==> src/include/flash_lcmgr_consts.svh <==
/*
 * Flash life-cycle manager constants
 * - flash word, address and page geometry
 * - seed count, size and info page locations
 * - RMA wipe page range and program burst size
 */
`ifndef FLASH_LCMGR_CONSTS_SVH
`define FLASH_LCMGR_CONSTS_SVH

// flash geometry
`define FLM_BUS_W           32
`define FLM_ADDR_W          10
`define FLM_WORD_W          4
`define FLM_WORDS_PER_PAGE  16

// seeds in the info partition
`define FLM_NUM_SEEDS       2
`define FLM_SEED_WORDS      4
`define FLM_SEED0_PAGE      1
`define FLM_SEED1_PAGE      2

// rma wipe range, data partition
`define FLM_WIPE_START_PAGE 8
`define FLM_WIPE_NUM_PAGES  4
`define FLM_PROG_BURST      4

// value of every seed word out of reset
`define FLM_SEED_RESET      32'hdeadbeef

`endif
==> src/hdl/flash_lcmgr_ctrl_pkg.sv <==
/*
 * Life-cycle manager control types
 * - hardware interface phase
 * - top and wipe state machine encodings
 * - seed storage vectors
 */
`include "flash_lcmgr_consts.svh"

package flash_lcmgr_ctrl_pkg;

  typedef enum logic [1:0] {
    PhaseNone = 2'd0,
    PhaseSeed = 2'd1,
    PhaseRma  = 2'd2
  } lcmgr_phase_e;

  // top level sequencing
  typedef enum logic [2:0] {
    StIdle,
    StSeed,
    StWait,
    StWipe,
    StRmaRsp,
    StInvalid
  } lcmgr_state_e;

  // page wipe sequencing
  typedef enum logic [2:0] {
    WpIdle,
    WpPageSel,
    WpErase,
    WpWordSel,
    WpProgram,
    WpProgWait,
    WpVerify,
    WpInvalid
  } wipe_state_e;

  typedef logic [`FLM_SEED_WORDS*`FLM_BUS_W-1:0] seed_t;
  typedef logic [`FLM_NUM_SEEDS*`FLM_SEED_WORDS*`FLM_BUS_W-1:0] seeds_t;

endpackage

==> src/hdl/flash_lcmgr_flash_pkg.sv <==
/*
 * Flash command interface types
 * - data word and word address vectors
 * - operation and partition encodings
 * - command struct driven towards the arbiter
 */
`include "flash_lcmgr_consts.svh"

package flash_lcmgr_flash_pkg;

  // one flash data word
  typedef logic [`FLM_BUS_W-1:0] bus_word_t;

  // word address, page in the upper bits and word in page below
  typedef logic [`FLM_ADDR_W-1:0] word_addr_t;

  typedef enum logic [1:0] {
    FlashOpRead    = 2'd0,
    FlashOpProgram = 2'd1,
    FlashOpErase   = 2'd2
  } flash_op_e;

  typedef enum logic {
    FlashPartData = 1'b0,
    FlashPartInfo = 1'b1
  } flash_part_e;

  ////////////////////////////////////////////////////////////////////////////
  // command to the arbiter
  ////////////////////////////////////////////////////////////////////////////

  // num is the number of words minus one
  typedef struct packed {
    logic                    start;
    flash_op_e               op;
    flash_part_e             part;
    word_addr_t              addr;
    logic [`FLM_WORD_W-1:0]  num;
  } flash_cmd_t;

endpackage

==> src/hdl/flash_lcmgr_top.sv <==
/*
 * Flash life-cycle manager top
 * - init synchronizer and phase state machine
 * - seed reader and RMA wiper instances
 * - command multiplexer towards the arbiter
 */
`timescale 1ns/1ps
`include "flash_lcmgr_consts.svh"

module flash_lcmgr_top (
  input  logic                                clk_i,
  input  logic                                rst_ni,
  input  logic                                init_i,
  input  logic                                provision_en_i,
  input  logic                                rma_req_i,
  input  logic                                done_i,
  input  logic                                err_i,
  input  logic                                rvalid_i,
  input  flash_lcmgr_flash_pkg::bus_word_t    rdata_i,
  input  logic                                wready_i,
  input  flash_lcmgr_flash_pkg::bus_word_t    rand_i,
  output flash_lcmgr_flash_pkg::flash_cmd_t   cmd_o,
  output logic                                wvalid_o,
  output flash_lcmgr_flash_pkg::bus_word_t    wdata_o,
  output flash_lcmgr_ctrl_pkg::seeds_t        seeds_o,
  output logic                                seed_err_o,
  output logic                                rma_ack_o,
  output logic                                dis_access_o,
  output logic                                init_busy_o,
  output logic                                initialized_o,
  output logic                                fatal_err_o,
  output flash_lcmgr_ctrl_pkg::lcmgr_phase_e  phase_o
);

  flash_lcmgr_ctrl_pkg::lcmgr_state_e state_q, state_d;
  flash_lcmgr_ctrl_pkg::lcmgr_phase_e phase;
  flash_lcmgr_flash_pkg::flash_cmd_t  seed_cmd, wipe_cmd;

  logic init_meta_q, init_sync_q;
  logic seed_req, seed_done;
  logic wipe_req, wipe_done, wipe_err;

  // init comes from another domain
  always_ff @(posedge clk_i or negedge rst_ni) begin
    if (!rst_ni) begin
      init_meta_q <= 1'b0;
      init_sync_q <= 1'b0;
      state_q     <= flash_lcmgr_ctrl_pkg::StIdle;
    end else begin
      init_meta_q <= init_i;
      init_sync_q <= init_meta_q;
      state_q     <= state_d;
    end
  end

  ////////////////////////////////////////////////////////////////////////////
  // phase state machine
  ////////////////////////////////////////////////////////////////////////////

  always_comb begin
    state_d = state_q;
    unique case (state_q)
      flash_lcmgr_ctrl_pkg::StIdle: begin
        // rma wins over init
        if (rma_req_i) begin
          state_d = flash_lcmgr_ctrl_pkg::StWipe;
        end else if (init_sync_q) begin
          state_d = provision_en_i ? flash_lcmgr_ctrl_pkg::StSeed : flash_lcmgr_ctrl_pkg::StWait;
        end
      end
      flash_lcmgr_ctrl_pkg::StSeed: begin
        if (seed_done) state_d = flash_lcmgr_ctrl_pkg::StWait;
      end
      flash_lcmgr_ctrl_pkg::StWait: begin
        if (rma_req_i) state_d = flash_lcmgr_ctrl_pkg::StWipe;
      end
      flash_lcmgr_ctrl_pkg::StWipe: begin
        if (wipe_done) begin
          state_d = wipe_err ? flash_lcmgr_ctrl_pkg::StInvalid : flash_lcmgr_ctrl_pkg::StRmaRsp;
        end
      end
      flash_lcmgr_ctrl_pkg::StRmaRsp, flash_lcmgr_ctrl_pkg::StInvalid: begin
        state_d = state_q;
      end
      default: state_d = flash_lcmgr_ctrl_pkg::StInvalid;
    endcase
  end

  always_comb begin
    unique case (state_q)
      flash_lcmgr_ctrl_pkg::StSeed:   phase = flash_lcmgr_ctrl_pkg::PhaseSeed;
      flash_lcmgr_ctrl_pkg::StWipe,
      flash_lcmgr_ctrl_pkg::StRmaRsp: phase = flash_lcmgr_ctrl_pkg::PhaseRma;
      default:                        phase = flash_lcmgr_ctrl_pkg::PhaseNone;
    endcase
  end

  assign seed_req = (state_q == flash_lcmgr_ctrl_pkg::StSeed);
  assign wipe_req = (state_q == flash_lcmgr_ctrl_pkg::StWipe);

  flash_lcmgr_seed_rd u_seed_rd (
    .clk_i, .rst_ni,
    .seed_req_i(seed_req), .done_i, .err_i, .rvalid_i, .rdata_i,
    .cmd_o(seed_cmd), .seed_done_o(seed_done), .seeds_o, .seed_err_o
  );

  flash_lcmgr_rma_wipe u_rma_wipe (
    .clk_i, .rst_ni,
    .wipe_req_i(wipe_req), .done_i, .err_i, .rvalid_i, .rdata_i, .wready_i, .rand_i,
    .cmd_o(wipe_cmd), .wvalid_o, .wipe_done_o(wipe_done), .wipe_err_o(wipe_err)
  );

  // one sequencer owns the arbiter at a time
  assign cmd_o   = (phase == flash_lcmgr_ctrl_pkg::PhaseSeed) ? seed_cmd : wipe_cmd;
  assign wdata_o = rand_i;
  assign phase_o = phase;

  assign init_busy_o   = seed_req;
  assign initialized_o = (state_q == flash_lcmgr_ctrl_pkg::StWait);
  assign rma_ack_o     = rma_req_i & (state_q == flash_lcmgr_ctrl_pkg::StRmaRsp);
  assign fatal_err_o   = (state_q == flash_lcmgr_ctrl_pkg::StInvalid);
  assign dis_access_o  = fatal_err_o | (state_q == flash_lcmgr_ctrl_pkg::StRmaRsp);

endmodule

==> src/hdl/flash_lcmgr_rma_wipe.sv <==
/*
 * RMA page wipe sequencer
 * - page erase over the fixed data page range
 * - burst program with random data, latched per beat
 * - read back and compare, sticky wipe error
 */
`timescale 1ns/1ps
`include "flash_lcmgr_consts.svh"

module flash_lcmgr_rma_wipe (
  input  logic                                clk_i,
  input  logic                                rst_ni,
  input  logic                                wipe_req_i,
  input  logic                                done_i,
  input  logic                                err_i,
  input  logic                                rvalid_i,
  input  flash_lcmgr_flash_pkg::bus_word_t    rdata_i,
  input  logic                                wready_i,
  input  flash_lcmgr_flash_pkg::bus_word_t    rand_i,
  output flash_lcmgr_flash_pkg::flash_cmd_t   cmd_o,
  output logic                                wvalid_o,
  output logic                                wipe_done_o,
  output logic                                wipe_err_o
);

  localparam int unsigned WordW    = `FLM_WORD_W;
  localparam int unsigned PageW    = `FLM_ADDR_W - `FLM_WORD_W;
  localparam int unsigned BeatW    = $clog2(`FLM_PROG_BURST);
  localparam int unsigned EndPage  = `FLM_WIPE_START_PAGE + `FLM_WIPE_NUM_PAGES;
  localparam int unsigned LastBeat = `FLM_PROG_BURST - 1;

  flash_lcmgr_ctrl_pkg::wipe_state_e state_q, state_d;

  logic [PageW-1:0] page_cnt_q;
  logic [WordW:0]   word_cnt_q;
  logic [BeatW-1:0] beat_cnt_q;
  logic             err_q;

  logic page_ld;
  logic page_incr;
  logic word_clr;
  logic word_incr;
  logic beat_clr;
  logic err_set;
  logic wr_beat;
  logic rd_beat;
  logic mismatch;

  flash_lcmgr_flash_pkg::bus_word_t [`FLM_PROG_BURST-1:0] prog_data_q;

  assign wvalid_o = (state_q == flash_lcmgr_ctrl_pkg::WpProgram);
  assign wr_beat  = wvalid_o & wready_i;
  assign rd_beat  = (state_q == flash_lcmgr_ctrl_pkg::WpVerify) & rvalid_i;
  assign mismatch = rd_beat & (rdata_i != prog_data_q[beat_cnt_q]);

  always_ff @(posedge clk_i or negedge rst_ni) begin
    if (!rst_ni) begin
      state_q    <= flash_lcmgr_ctrl_pkg::WpIdle;
      page_cnt_q <= '0;
      word_cnt_q <= '0;
      beat_cnt_q <= '0;
      err_q      <= 1'b0;
    end else begin
      state_q <= state_d;
      if (page_ld) begin
        page_cnt_q <= PageW'(`FLM_WIPE_START_PAGE);
      end else if (page_incr) begin
        page_cnt_q <= page_cnt_q + 1'b1;
      end
      if (word_clr) begin
        word_cnt_q <= '0;
      end else if (word_incr) begin
        word_cnt_q <= word_cnt_q + (WordW+1)'(`FLM_PROG_BURST);
      end
      if (beat_clr) begin
        beat_cnt_q <= '0;
      end else if (wr_beat || rd_beat) begin
        beat_cnt_q <= beat_cnt_q + 1'b1;
      end
      // once set, only a reset clears it
      if (err_set) begin
        err_q <= 1'b1;
      end
    end
  end

  // random words as they go out, compared on read back
  always_ff @(posedge clk_i) begin
    if (wr_beat) begin
      prog_data_q[beat_cnt_q] <= rand_i;
    end
  end

  ////////////////////////////////////////////////////////////////////////////
  // wipe state machine
  ////////////////////////////////////////////////////////////////////////////

  always_comb begin
    state_d     = state_q;
    cmd_o.start = 1'b0;
    cmd_o.op    = flash_lcmgr_flash_pkg::FlashOpRead;
    cmd_o.num   = WordW'(LastBeat);
    wipe_done_o = 1'b0;
    page_ld     = 1'b0;
    page_incr   = 1'b0;
    word_clr    = 1'b0;
    word_incr   = 1'b0;
    beat_clr    = 1'b0;
    err_set     = 1'b0;

    unique case (state_q)
      flash_lcmgr_ctrl_pkg::WpIdle: begin
        if (wipe_req_i) begin
          page_ld  = 1'b1;
          word_clr = 1'b1;
          state_d  = flash_lcmgr_ctrl_pkg::WpPageSel;
        end
      end

      flash_lcmgr_ctrl_pkg::WpPageSel: begin
        if (page_cnt_q < PageW'(EndPage)) begin
          state_d = flash_lcmgr_ctrl_pkg::WpErase;
        end else begin
          wipe_done_o = 1'b1;
          state_d     = flash_lcmgr_ctrl_pkg::WpIdle;
        end
      end

      flash_lcmgr_ctrl_pkg::WpErase: begin
        cmd_o.start = 1'b1;
        cmd_o.op    = flash_lcmgr_flash_pkg::FlashOpErase;
        cmd_o.num   = '0;
        if (done_i) begin
          err_set = err_i;
          state_d = flash_lcmgr_ctrl_pkg::WpWordSel;
        end
      end

      flash_lcmgr_ctrl_pkg::WpWordSel: begin
        if (word_cnt_q < (WordW+1)'(`FLM_WORDS_PER_PAGE)) begin
          state_d = flash_lcmgr_ctrl_pkg::WpProgram;
        end else begin
          page_incr = 1'b1;
          word_clr  = 1'b1;
          state_d   = flash_lcmgr_ctrl_pkg::WpPageSel;
        end
      end

      flash_lcmgr_ctrl_pkg::WpProgram: begin
        cmd_o.start = 1'b1;
        cmd_o.op    = flash_lcmgr_flash_pkg::FlashOpProgram;
        if (wr_beat && beat_cnt_q == BeatW'(LastBeat)) begin
          beat_clr = 1'b1;
          state_d  = flash_lcmgr_ctrl_pkg::WpProgWait;
        end
      end

      flash_lcmgr_ctrl_pkg::WpProgWait: begin
        cmd_o.start = 1'b1;
        cmd_o.op    = flash_lcmgr_flash_pkg::FlashOpProgram;
        if (done_i) begin
          err_set = err_i;
          state_d = flash_lcmgr_ctrl_pkg::WpVerify;
        end
      end

      flash_lcmgr_ctrl_pkg::WpVerify: begin
        cmd_o.start = 1'b1;
        err_set     = mismatch | (done_i & err_i);
        if (done_i) begin
          beat_clr  = 1'b1;
          word_incr = 1'b1;
          state_d   = flash_lcmgr_ctrl_pkg::WpWordSel;
        end
      end

      flash_lcmgr_ctrl_pkg::WpInvalid: begin
        err_set = 1'b1;
      end

      default: begin
        state_d = flash_lcmgr_ctrl_pkg::WpInvalid;
      end
    endcase
  end

  assign cmd_o.part = flash_lcmgr_flash_pkg::FlashPartData;
  assign cmd_o.addr = {page_cnt_q, word_cnt_q[WordW-1:0]};
  assign wipe_err_o = err_q;

endmodule

==> src/hdl/flash_lcmgr_seed_rd.sv <==
/*
 * Seed read sequencer
 * - two info partition reads per seed, store then validate
 * - seed storage with the reset pattern
 * - sticky seed error
 */
`timescale 1ns/1ps
`include "flash_lcmgr_consts.svh"

module flash_lcmgr_seed_rd (
  input  logic                                clk_i,
  input  logic                                rst_ni,
  input  logic                                seed_req_i,
  input  logic                                done_i,
  input  logic                                err_i,
  input  logic                                rvalid_i,
  input  flash_lcmgr_flash_pkg::bus_word_t    rdata_i,
  output flash_lcmgr_flash_pkg::flash_cmd_t   cmd_o,
  output logic                                seed_done_o,
  output flash_lcmgr_ctrl_pkg::seeds_t        seeds_o,
  output logic                                seed_err_o
);

  localparam int unsigned SeedIdxW = $clog2(`FLM_NUM_SEEDS);
  localparam int unsigned BeatW    = $clog2(`FLM_SEED_WORDS);
  localparam int unsigned WordW    = `FLM_WORD_W;
  localparam int unsigned PageW    = `FLM_ADDR_W - `FLM_WORD_W;
  localparam int unsigned NumWords = `FLM_NUM_SEEDS * `FLM_SEED_WORDS;

  localparam flash_lcmgr_ctrl_pkg::seed_t SeedRst = {`FLM_SEED_WORDS{`FLM_SEED_RESET}};

  logic [SeedIdxW-1:0]       seed_cnt_q;
  logic [BeatW-1:0]          beat_cnt_q;
  logic                      validate_q;
  logic                      seed_err_q;
  logic                      cmd_done;
  logic                      last_seed;
  logic [PageW-1:0]          seed_page;
  logic [SeedIdxW+BeatW-1:0] word_idx;

  flash_lcmgr_flash_pkg::bus_word_t [NumWords-1:0] seeds_q;

  // the read runs for as long as the top holds the request
  assign cmd_done    = seed_req_i & done_i;
  assign last_seed   = (seed_cnt_q == SeedIdxW'(`FLM_NUM_SEEDS - 1));
  assign seed_done_o = cmd_done & validate_q & last_seed;

  assign seed_page = (seed_cnt_q == '0) ? PageW'(`FLM_SEED0_PAGE) : PageW'(`FLM_SEED1_PAGE);
  assign word_idx  = {seed_cnt_q, beat_cnt_q};

  ////////////////////////////////////////////////////////////////////////////
  // seed, pass and beat counters
  ////////////////////////////////////////////////////////////////////////////

  always_ff @(posedge clk_i or negedge rst_ni) begin
    if (!rst_ni) begin
      seed_cnt_q <= '0;
      beat_cnt_q <= '0;
      validate_q <= 1'b0;
      seed_err_q <= 1'b0;
    end else begin
      if (cmd_done) begin
        beat_cnt_q <= '0;
        if (validate_q) begin
          // second pass finished, next seed or wrap for the next init
          validate_q <= 1'b0;
          seed_cnt_q <= last_seed ? '0 : seed_cnt_q + 1'b1;
        end else begin
          validate_q <= 1'b1;
        end
      end else if (seed_req_i && rvalid_i) begin
        beat_cnt_q <= beat_cnt_q + 1'b1;
      end
      if (cmd_done && err_i) begin
        seed_err_q <= 1'b1;
      end
    end
  end

  // first pass stores, validate pass ands into the stored word
  always_ff @(posedge clk_i or negedge rst_ni) begin
    if (!rst_ni) begin
      seeds_q <= {`FLM_NUM_SEEDS{SeedRst}};
    end else if (seed_req_i && rvalid_i) begin
      if (validate_q) begin
        seeds_q[word_idx] <= seeds_q[word_idx] & rdata_i;
      end else begin
        seeds_q[word_idx] <= rdata_i;
      end
    end
  end

  always_comb begin
    cmd_o.start = seed_req_i;
    cmd_o.op    = flash_lcmgr_flash_pkg::FlashOpRead;
    cmd_o.part  = flash_lcmgr_flash_pkg::FlashPartInfo;
    cmd_o.addr  = {seed_page, {WordW{1'b0}}};
    cmd_o.num   = WordW'(`FLM_SEED_WORDS - 1);
  end

  assign seeds_o    = seeds_q;
  assign seed_err_o = seed_err_q;

endmodule

==> config.mk <==
export PLATFORM = sky130hd
export DESIGN_NAME = flash_lcmgr_top
export DESIGN_NICKNAME = d
export VERILOG_FILES = /design/src/hdl/flash_lcmgr_ctrl_pkg.sv /design/src/hdl/flash_lcmgr_flash_pkg.sv /design/src/hdl/flash_lcmgr_top.sv /design/src/hdl/flash_lcmgr_rma_wipe.sv /design/src/hdl/flash_lcmgr_seed_rd.sv
export VERILOG_INCLUDE_DIRS = /design/src /design/src/include
export SDC_FILE = /design/constraint.sdc
export NUM_CORES = 1
export LEC_CHECK = 0
export BUFFER_PORTS_ARGS = -buffer_cell sky130_fd_sc_hd__buf_2
export CAP_MARGIN = 20
export CORE_ASPECT_RATIO = 0.75
export CORE_MARGIN = 1.5
export CORE_UTILIZATION = 50
export DETAILED_ROUTE_END_ITERATION = 6
export GPL_TIMING_DRIVEN = 0
export HOLD_SLACK_MARGIN = 0.02
export PLACE_DENSITY_LB_ADDON = 0.05
export SYNTH_ARGS = -nofsm -noshare
export SYNTH_HDL_FRONTEND = slang
export SYNTH_HIERARCHICAL = 1
export SYNTH_SLANG_ARGS = --single-unit
==> constraint.sdc <==
create_clock -name clk_i -period 2.11 [get_ports clk_i]
set_input_delay 0.422 -clock clk_i [delete_from_list [all_inputs] [get_ports clk_i]]
set_output_delay 0.422 -clock clk_i [all_outputs]
set_load 0.02 [all_outputs]
---- Yosys cells after proc, flatten, opt, wreduce, memory -nomap -nowiden ----
Cells that the tools add are included.
storage, ports and cells
  word-level logic and storage cells ...... 148
  input port bits ......................... 73
  bits in registers ....................... 411
  output and inout port bits .............. 315
cells by class
  bitwise operators ....................... 12
  equality and inequality tests ........... 23
  mux-type cells .......................... 56
  reduce and logical (&&, ||, !) cells .... 22
  $lt $le $gt $ge ......................... 6
  $add $sub $neg .......................... 5
operators with widths
  operator            number
  $bwmux 256          2
  $mux 256            1
  $bwmux 128          1
  $mux 32             4
  $bmux 32 s3         1
  $demux 32 s3        1
  $bmux 32 s2         1
  $demux 32 s2        1
  $and 32x32->32      1
  $ne 32x32->1        1
  $mux 3              10
  $eq 3x3->1 const B  6
  $mux 18             1
  $pmux 3 s6          1
  $mux 2              8
  $pmux 3 s5          1
  $mux 1              14
  $eq 3x2->1 const B  4
  $mux 6              2
  $mux 5              2
  $ne 2x2->1 const B  5
  $reduce_and 5->1    2
  $reduce_or 2->1     5
  $and 1x1->1         8
  27 further kinds    41

---- Longest topological paths before layout ----
Gate-level depths: netlist (run 1).
  depth in word-level cells ............... 6
  depth in mapped cells ................... 10

---- Cells and area by module ----
The synthesis (run 1) kept the hierarchy.
by module, submodules not included
  module                cells an instance  sequential area each (µm²)  instances  area an instance (µm²)
  flash_lcmgr_seed_rd   1,418              6,771.5                     1          13,977.2
  flash_lcmgr_rma_wipe  321                4,219.0                     1          5,926.9
  flash_lcmgr_top       81                 125.1                       1          790.8

---- Worst setup path before layout (run 1) ----
No wires, ideal clock.
  kind .................................... register to register
  start point ............................. register u_rma_wipe.state_q[0]
  end point ............................... register u_rma_wipe/prog_data_q[0] in the netlist's numbering (enable)
  cell stages (with the launch flop) ...... 4
  library setup time ...................... 392 ps
  data required time ...................... 1,718 ps
  slack ................................... -163 ps
  arrival ................................. 1,881 ps
  buffers on the path ..................... 1
  path through ............................ dfrtp_1 clkbuf_1 nor2_1 and3_1
on the way
  cells in the longest elaborated chain, start to end .. 2
ends and longest elaborated chain
  item                           line                        RTL
  start, declared                flash_lcmgr_rma_wipe.sv:32  flash_lcmgr_ctrl_pkg::wipe_state_e state_q, state_d;
  start signal, assigned         flash_lcmgr_rma_wipe.sv:58  state_q <= flash_lcmgr_ctrl_pkg::WpIdle;
  start signal, assigned         flash_lcmgr_rma_wipe.sv:64  state_q <= state_d;
  $eq 3x3->1                     flash_lcmgr_rma_wipe.sv:51  assign wvalid_o = (state_q == flash_lcmgr_ctrl_pkg::WpProgram);
  net wvalid_o                   flash_lcmgr_top.sv:23       output logic wvalid_o,
  $and 1x1->1                    flash_lcmgr_rma_wipe.sv:52  assign wr_beat = wvalid_o & wready_i;
  end signal, assigned by index  flash_lcmgr_rma_wipe.sv:90  prog_data_q[beat_cnt_q] <= rand_i;
  end, declared                  flash_lcmgr_rma_wipe.sv:49  flash_lcmgr_flash_pkg::bus_word_t [`FLM_PROG_BURST-1:0] prog_data_q;
The timed path passes the listed nets, and every way through them passes these cells.
A chain may end at the register's enable or synchronous reset.

---- Final worst setup path (run 1) ----
  start point ............................. register u_rma_wipe.beat_cnt_q[0]
  end point ............................... register u_rma_wipe.err_q (netlist: u_rma_wipe/wipe_err_o)
on the way
  cells in the longest elaborated chain, start to end .. 6
ends and longest elaborated chain
  item                           line                         RTL
  start, declared                flash_lcmgr_rma_wipe.sv:36   logic [BeatW-1:0] beat_cnt_q;
  start signal, assigned         flash_lcmgr_rma_wipe.sv:78   beat_cnt_q <= beat_cnt_q + 1'b1;
  $bmux 32 s2                    flash_lcmgr_rma_wipe.sv:54   assign mismatch = rd_beat & (rdata_i != prog_data_q[beat_cnt_q]);
  $mux 32 (not written as such)  flash_lcmgr_rma_wipe.sv:54
  $ne 32x32->1                   flash_lcmgr_rma_wipe.sv:54
  $and 1x1->1                    flash_lcmgr_rma_wipe.sv:54
  $or 1x1->1                     flash_lcmgr_rma_wipe.sv:169  err_set = mismatch | (done_i & err_i);
  $pmux 1 s3                     flash_lcmgr_rma_wipe.sv:111  unique case (state_q)
  end signal, assigned           flash_lcmgr_rma_wipe.sv:62   err_q <= 1'b0;
  end signal, assigned           flash_lcmgr_rma_wipe.sv:82   err_q <= 1'b1;
  end, declared                  flash_lcmgr_rma_wipe.sv:37   logic err_q;
Every way passes these cells. The select of a mux whose other input is x is not followed.

==> impl_metrics.csv, run 1 <==
group,metric,value,unit
run_status,outcome,"finished, violations left",
run_status,violations,"setup timing",
timing,tightest_slew,1.21,ns
cts,cts_buffers,42,
yosys,ys_ff_latch,409,
die,die_y,179,µm
flow_run,maxCapViolations,0,
global_route,grt_usage,35.2,%
yosys,netlist_area,20700,µm²
yosys,synth_edf_count,128,
drt,drc,0,
placed_design,dp_slack,-1.52,ns
timing,finClkSkew,0.0270,ns
yosys,async_flop_share,68.7,%
cts,path_clk_slew,0.06,ns
timing,hold_viol_final,0,
critical_path,critPathMaxFanout,6,
die,die-area,42600,µm²
cells_and_area,most-common-layout-cells,"buf_2 (375), nand2_1 (226), mux2i_1 (217), dfstp_2 (192), a21oi_1 (156)",
cts,cts.sink_count,409,
timing,slew_violations,0,
drt,vias_per_cell,6.16,
critical_path,critical_path.endpoint,"u_rma_wipe/wipe_err_o$_DFFE_PN0P_",
critical_path,worstSetupStartpointType,"register",
cts,cts_tree,"done",
drt,wl,81.3,mm
yosys,synth_cell_types,65,
pwr,p_clk_share,20.5,%
drt,antenna_left,0,
die,core_area,40800,µm²
pwr,vdd_drop_max,0.724,mV
timing,timing.hold.ws,0.0929,ns
pwr,leakage,11.9,nW
yosys,avgSynthCellArea,11.4,µm²
cts,cts_root_buffer,"clkbuf_16",
yosys,yosys_warnings,6,
critical_path,reg2reg_depth,8,
cells_and_area,final_nets,2438,
timing,rsz0062_at_grt,"true",
drt,wire_per_inst,27.8,µm
pwr,switchingPower,16.8,mW
die,rows,64,
timing,setup_violations,230,
yosys,synthFlopType,"dfstp_2",
critical_path,cp-startpoint,"u_rma_wipe/beat_cnt_q[0]$_DFFE_PN0P_",
placed_design,dp_cells,2750,
cells_and_area,antennaDiodeCount,0,
global_route,grt_overflow,0,
timing,worst_slack,-0.574,ns
critical_path,arrival,3.10,ns
critical_path,end_kind,"register",
cells_and_area,nFillCells,3046,
global_route,grt_pass1_vias,16491,
placed_design,dp_hpwl,53.0,mm
timing,fin_crit_sh,127,%
timing,relSlewSlack,19.2,%
critical_path,cp.required,2.53,ns
min_path,hold_start,"rand_i[22]",
pwr,p_int,21.7,mW
critical_path,r2r_start,"u_rma_wipe/beat_cnt_q[0]$_DFFE_PN0P_",
drt,num_vias,17979,
timing,finalCriticalPeriod,2.68,ns
die,initial_utilization,50.8,%
cells_and_area,final_common_cell,"buf_2",
yosys,postSynthCellCount,1820,
pwr,p_sw_share,43.6,%
cells_and_area,synthToLayoutAreaGrowth,34.0,%
cells_and_area,drive_gt1_share,48.1,%
critical_path,timing.rr.end,"u_rma_wipe/wipe_err_o$_DFFE_PN0P_",
die,io_pins,388,
timing,fin_setup_tns,-19.15,ns
global_route,grt_pass1_wl,109,mm
min_path,hold_class,"in -> reg",
cts,clk_latency,0.56,ns
placed_design,gp_congestion,0.921,
cts,clock_path_buffers,3,
die,chipWidth,238,µm
pwr,seq_power_share,32.1,%
pwr,comb_power_share,47.3,%
placed_design,port_buffers,383,
drt,drtPass1Iterations,5,
critical_path,reg2reg_slack,-0.57,ns
cells_and_area,finalNonFillerCells,2920,
drt,drt_iter0_markers,1984,
pwr,power_density,1390,nW/µm²
cells_and_area,postLayoutCoreUtil,68.0,%
cts,htreeDepth,2,
global_route,antenna_found_initial,0,
timing,max_freq,0.373,GHz
yosys,seq_area_frac_synth,53.7,%
critical_path,path_class,"reg -> reg",
global_route,grt_max_degree,114,
## flip-flops by register name, summed over array words and instances (netlist names)
| signal | flops |
|---|---|
| init_meta_q | 1 |
| init_sync_q | 1 |
| state_q | 3 |
| u_rma_wipe/beat_cnt_q | 2 |
| u_rma_wipe/page_cnt_q | 6 |
| u_rma_wipe/prog_data_q | 128 |
| u_rma_wipe/state_q | 3 |
| u_rma_wipe/wipe_err_o | 1 |
| u_rma_wipe/word_cnt_q | 3 |
| u_seed_rd/beat_cnt_q | 2 |
| u_seed_rd/last_seed | 1 |
| u_seed_rd/seed_err_o | 1 |
| u_seed_rd/seeds_o | 256 |
| u_seed_rd/validate_q | 1 |
## power by group through the flow
stage                     Sequential [mW]  Combinational, mW  Clock, mW
after global placement               12.2               15.1          0
after global routing                 12.6               19.0       8.30
after detailed placement             12.3               15.3          0
final                                12.4               18.2       7.91
after CTS                            12.2               16.6       7.98
after floorplan                      13.8               8.04          0
## Yosys cell counts, types with 3 or more instances
| cell | instances | area share (%) |
|---|---|---|
| mux2i_1 | 221 | 11 |
| nor3_1 | 4 | 0.097 |
| conb_1 | 3 | 0.054 |
| a21oi_2 | 7 | 0.30 |
| nor2b_1 | 5 | 0.15 |
| xor2_1 | 35 | 1.5 |
| a31oi_1 | 4 | 0.12 |
| buf_2 | 35 | 0.85 |
| xnor2_1 | 6 | 0.25 |
| ha_1 | 6 | 0.36 |
| buf_6 | 19 | 1.0 |
| nor2_1 | 24 | 0.44 |
| nor2_2 | 23 | 0.70 |
| dfstp_2 | 192 | 24 |
| mux2_2 | 9 | 0.49 |
| mux2_4 | 9 | 0.65 |
| a21oi_1 | 162 | 3.9 |
| mux4_2 | 32 | 3.5 |
| buf_4 | 73 | 2.6 |
| inv_1 | 10 | 0.18 |
| o21ai_0 | 67 | 1.6 |
| a2111oi_0 | 31 | 1.3 |
| o31ai_1 | 3 | 0.11 |
| dfrtp_1 | 89 | 11 |
| and4_1 | 60 | 2.5 |
| edfxtp_1 | 128 | 19 |
| o21ai_1 | 103 | 2.5 |
| nand2_1 | 274 | 5.0 |
| nand3_1 | 7 | 0.17 |
| clkbuf_1 | 79 | 1.4 |
| nor4_1 | 8 | 0.24 |
| and3_1 | 6 | 0.18 |
| nand4_1 | 3 | 0.091 |
| nand2b_1 | 19 | 0.57 |
| a211oi_1 | 25 | 0.91 |
## stage by stage
step | power [mW] | area [µm²]
after floorplan | 21.8 | 20800
after global placement | 27.3 | 23400
after detailed placement | 27.6 | 23400
after CTS | 36.7 | 25800
after global routing | 39.9 | 27700
final | 38.5 | 27700
## layout make-up
type                       count  area, µm²  share of cell area, %
sequential                   409      11100                   40.1
multi-input combinational   1210       9350                   33.7
timing repair buffer         479       3310                   11.9
buffer                       205       1800                   6.48
clock buffer                  58       1250                   4.52
tap                          528        661                   2.38
clock inverter                19        196                  0.708
inverter                      12       50.0                  0.180
## worst min path at each step
stage	endpoint	depth (start not counted)
final	u_rma_wipe/prog_data_q[86]$_DFFE_PP_	1
after global routing	u_rma_wipe/prog_data_q[89]$_DFFE_PP_	1
after CTS	u_rma_wipe/prog_data_q[86]$_DFFE_PP_	1
after detailed placement	init_sync_q$_DFF_PN0_	0
after global placement	init_sync_q$_DFF_PN0_	0
after floorplan	init_meta_q$_DFF_PN0_	0
## cell families (layout without fill, tap and decap cells)
| family | count (synthesis) | after routing | synth area share [%] |
|---|---|---|---|
| muxes | 271 | 271 | 15.3 |
| other | 3 | 20 | 0.0544 |
| and+or+nand+nor | 451 | 454 | 11.0 |
| DFF | 409 | 409 | 53.7 |
| adders and majority gates | 6 | 6 | 0.363 |
| AOI/OAI and AO/OA | 418 | 418 | 11.5 |
| buffers and inverters | 221 | 773 | 6.39 |
| xor gates and xnor gates | 41 | 41 | 1.74 |
## what timing repair did
item | 4_1_cts | 5_1_grt
pin swaps | 13 | 63
setup buffers | 31 | 42
hold endpoints to repair | 13 | 0
gates resized for setup | 173 | 371
hold buffers | 2 | 0
cloned | 5 | 19
setup endpoints to repair | 418 | 284
## metal layers
metal / wire (µm) / global-route usage [%] / vias up / share of wire (%)
li1: - / - / 7636 / -
met1: 33200 / 50.4 / 9059 / 41
met2: 35100 / 51.9 / 1066 / 43
met3: 9000 / 6.94 / 218 / 11
met4: 4040 / 15.6 / 0 / 5.0
met5: 0 / 0 / - / 0
## critical path: stages, from the launching register on
cell and delay, ns:
dfrtp_1 0.39, buf_8 0.16, buf_12 0.11, mux4_2 0.59, xor2_4 0.26, nor4_4 0.39, nand4_1 0.26, nor2_4 0.26
o211ai_1 0.12
Note: power is estimated with default switching activity, not from simulation.
==> run 2: changes to the inputs <==
==> constraint.sdc (replaced) <==
create_clock -name clk_i -period 2.11 [get_ports clk_i]
set_input_delay 0.1055 -clock clk_i [delete_from_list [all_inputs] [get_ports clk_i]]
set_output_delay 0.1055 -clock clk_i [all_outputs]
set_load 0.02 [all_outputs]
==> impl_metrics.csv, run 2 (same netlist as run 1, synthesis figures left out) <==
group,metric,value,unit
run_status,outcome,"finished, violations left",
run_status,violations,"setup timing",
timing,tightest_slew,0.867,ns
critical_path,end_kind,"register",
cells_and_area,final_nets,2418,
drt,wire_per_inst,26.4,µm
drt,vias_per_cell,5.99,
drt,drc,0,
global_route,grt_pass1_wl,109,mm
timing,worst_slack,-0.593,ns
cells_and_area,most-common-layout-cells,"buf_2 (394), nand2_1 (272), mux2i_1 (221), dfstp_2 (192), a21oi_1 (162)",
cts,cts.sink_count,409,
global_route,grt_pass1_vias,16631,
cts,clk_latency,0.56,ns
cts,htreeDepth,2,
timing,setup_violations,6,
global_route,grt_use_met3,6.79,%
placed_design,gp_congestion,0.921,
die,die-area,42600,µm²
timing,rsz0062_at_grt,"true",
cts,cts_root_buffer,"clkbuf_16",
cells_and_area,final_common_cell,"buf_2",
flow_run,maxCapViolations,0,
die,initial_utilization,50.8,%
critical_path,critPathSlowestCell,"mux4_2",
pwr,power.total,36.9,mW
global_route,top_usage_layer,"met2",
global_route,grt_max_degree,114,
cts,cts_buffers,42,
global_route,use_met2,52.2,%
cts,cts_tree,"done",
critical_path,worstSetupStartpointType,"register",
critical_path,path_cells,"buf_8 > buf_6 > buf_12 > mux4_2 > xor2_1 > nor4_2 > nand4_1 > nor2_4 > o211ai_1",
critical_path,critPathMaxFanout,6,
pwr,leakage,11.1,nW
timing,finClkSkew,0.0218,ns
cts,path_clk_slew,0.06,ns
global_route,grt_overflow,0,
cells_and_area,regArea,11100,µm²
timing,relSlewSlack,42.2,%
global_route,grt_usage,35.1,%
placed_design,dp_hpwl,53.0,mm
cells_and_area,multi_input_area,8610,µm²
pwr,power_density,1410,nW/µm²
cts,clock_path_buffers,3,
die,core_area,40800,µm²
cells_and_area,nFillCells,3323,
drt,drtPass1Iterations,6,
timing,hold_viol_final,0,
pwr,vdd_drop_max,0.715,mV
die,rows,64,
critical_path,crit_path_max_incr_delay,0.50,ns
drt,wl,76.6,mm
cells_and_area,drive_gt1_share,40.7,%
min_path,hold_class,"in -> reg",
cells_and_area,synthToLayoutAreaGrowth,26.1,%
cells_and_area,largest_register_ffs,256,
timing,max_freq,0.370,GHz
critical_path,arrival,3.12,ns
timing,slew_violations,0,
critical_path,path_class,"reg -> reg",
drt,drt_iter0_markers,1768,
drt,num_vias,17376,
timing,finalCriticalPeriod,2.70,ns
global_route,antenna_found_initial,0,
timing,fin_crit_sh,128,%
critical_path,cp.required,2.52,ns
die,chipWidth,238,µm
die,die_y,179,µm
placed_design,port_buffers,383,
global_route,met1_usage,50.1,%
placed_design,dp_slack,-1.52,ns
drt,antenna_left,0,
die,io_pins,388,
[run 2: cell count changes in the layout (fill, tap and decap cells not counted), sizes merged]
| cell | change |
|---|---|
| clkbuf | -4 |
| and3 | +1 |
| dlygate4sd3 | +40 |
| buf | -57 |
| diode | +1 |
[run 2: routing by layer]
layer | vias up | wire, µm
met3 | 171 | 7950
met4 | 0 | 3370
met5 | - | 0
met2 | 978 | 33300
li1 | 7566 | -
met1 | 8661 | 31900
[run 2: repair_timing]
action	4_1_cts	5_1_grt
gates resized for setup	97	78
endpoints found under the setup margin	413	328
endpoints found under the hold margin	213	0
hold buffers	42	0
pin swaps	9	10
cloned	2	4
setup buffers	20	7
[run 2: critical path, delay by kind of cell, from the launching register on]
kind	cells	cell delay [ns]
simple gates	3	0.95
mux	1	0.50
buf+inv	3	0.43
flops	1	0.39
xor+xnor	1	0.18
compound gates	1	0.11
[run 2: layout make-up]
| cell class | instances | share of cell area (%) |
|---|---|---|
| sequential | 409 | 42.6 |
| clock buffer | 58 | 4.80 |
| multi-input combinational | 1211 | 33.0 |
| tap | 528 | 2.53 |
| clock inverter | 19 | 0.753 |
| inverter | 12 | 0.182 |
| buffer | 208 | 5.83 |
| timing repair buffer | 455 | 10.3 |
| antenna | 1 | 0.00959 |
[run 2: final timing paths]
check,startpoint,end,slack [ns],cells past startpoint
worst max-delay path,u_rma_wipe/beat_cnt_q[0]$_DFFE_PN0P_,u_rma_wipe/wipe_err_o$_DFFE_PN0P_,-0.59,9
worst min-delay path,rdata_i[19],u_seed_rd/seeds_o[211]$_DFFE_PN1P_,0.05,4
worst max register to register,u_rma_wipe/beat_cnt_q[0]$_DFFE_PN0P_,u_rma_wipe/wipe_err_o$_DFFE_PN0P_,-0.59,9
worst min register to register,init_meta_q$_DFF_PN0_,init_sync_q$_DFF_PN0_,0.35,0
max in group asynchronous,rst_ni,state_q[0]$_DFFE_PN0P_,0.98,3
min in group asynchronous,rst_ni,u_seed_rd/seeds_o[145]$_DFFE_PN0P_,0.10,2
[run 2: power breakdown]
| group | switching (mW) | internal (mW) |
|---|---|---|
| combinational | 11.0 | 5.73 |
| clock | 3.24 | 4.64 |
| sequential | 1.55 | 10.7 |
| total | 15.8 | 21.1 |
[run 2: metrics by stage]
step	utilization (%)	area (µm²)	TNS [ns]	cells	hold WS [ns]
4_1_cts	63.3	25800	-0.516	2891	0.0291
3_5_place_dp	57.5	23400	-192.29	2750	0.0855
3_3_place_gp	57.3	23400	-1052.81	2748	0.215
6_report	64.0	26100	-0.668	2901	0.0469
5_1_grt	64.0	26100	-0.608	2900	0.0629
2_1_floorplan	-	20800	-0.0217	1837	-0.190
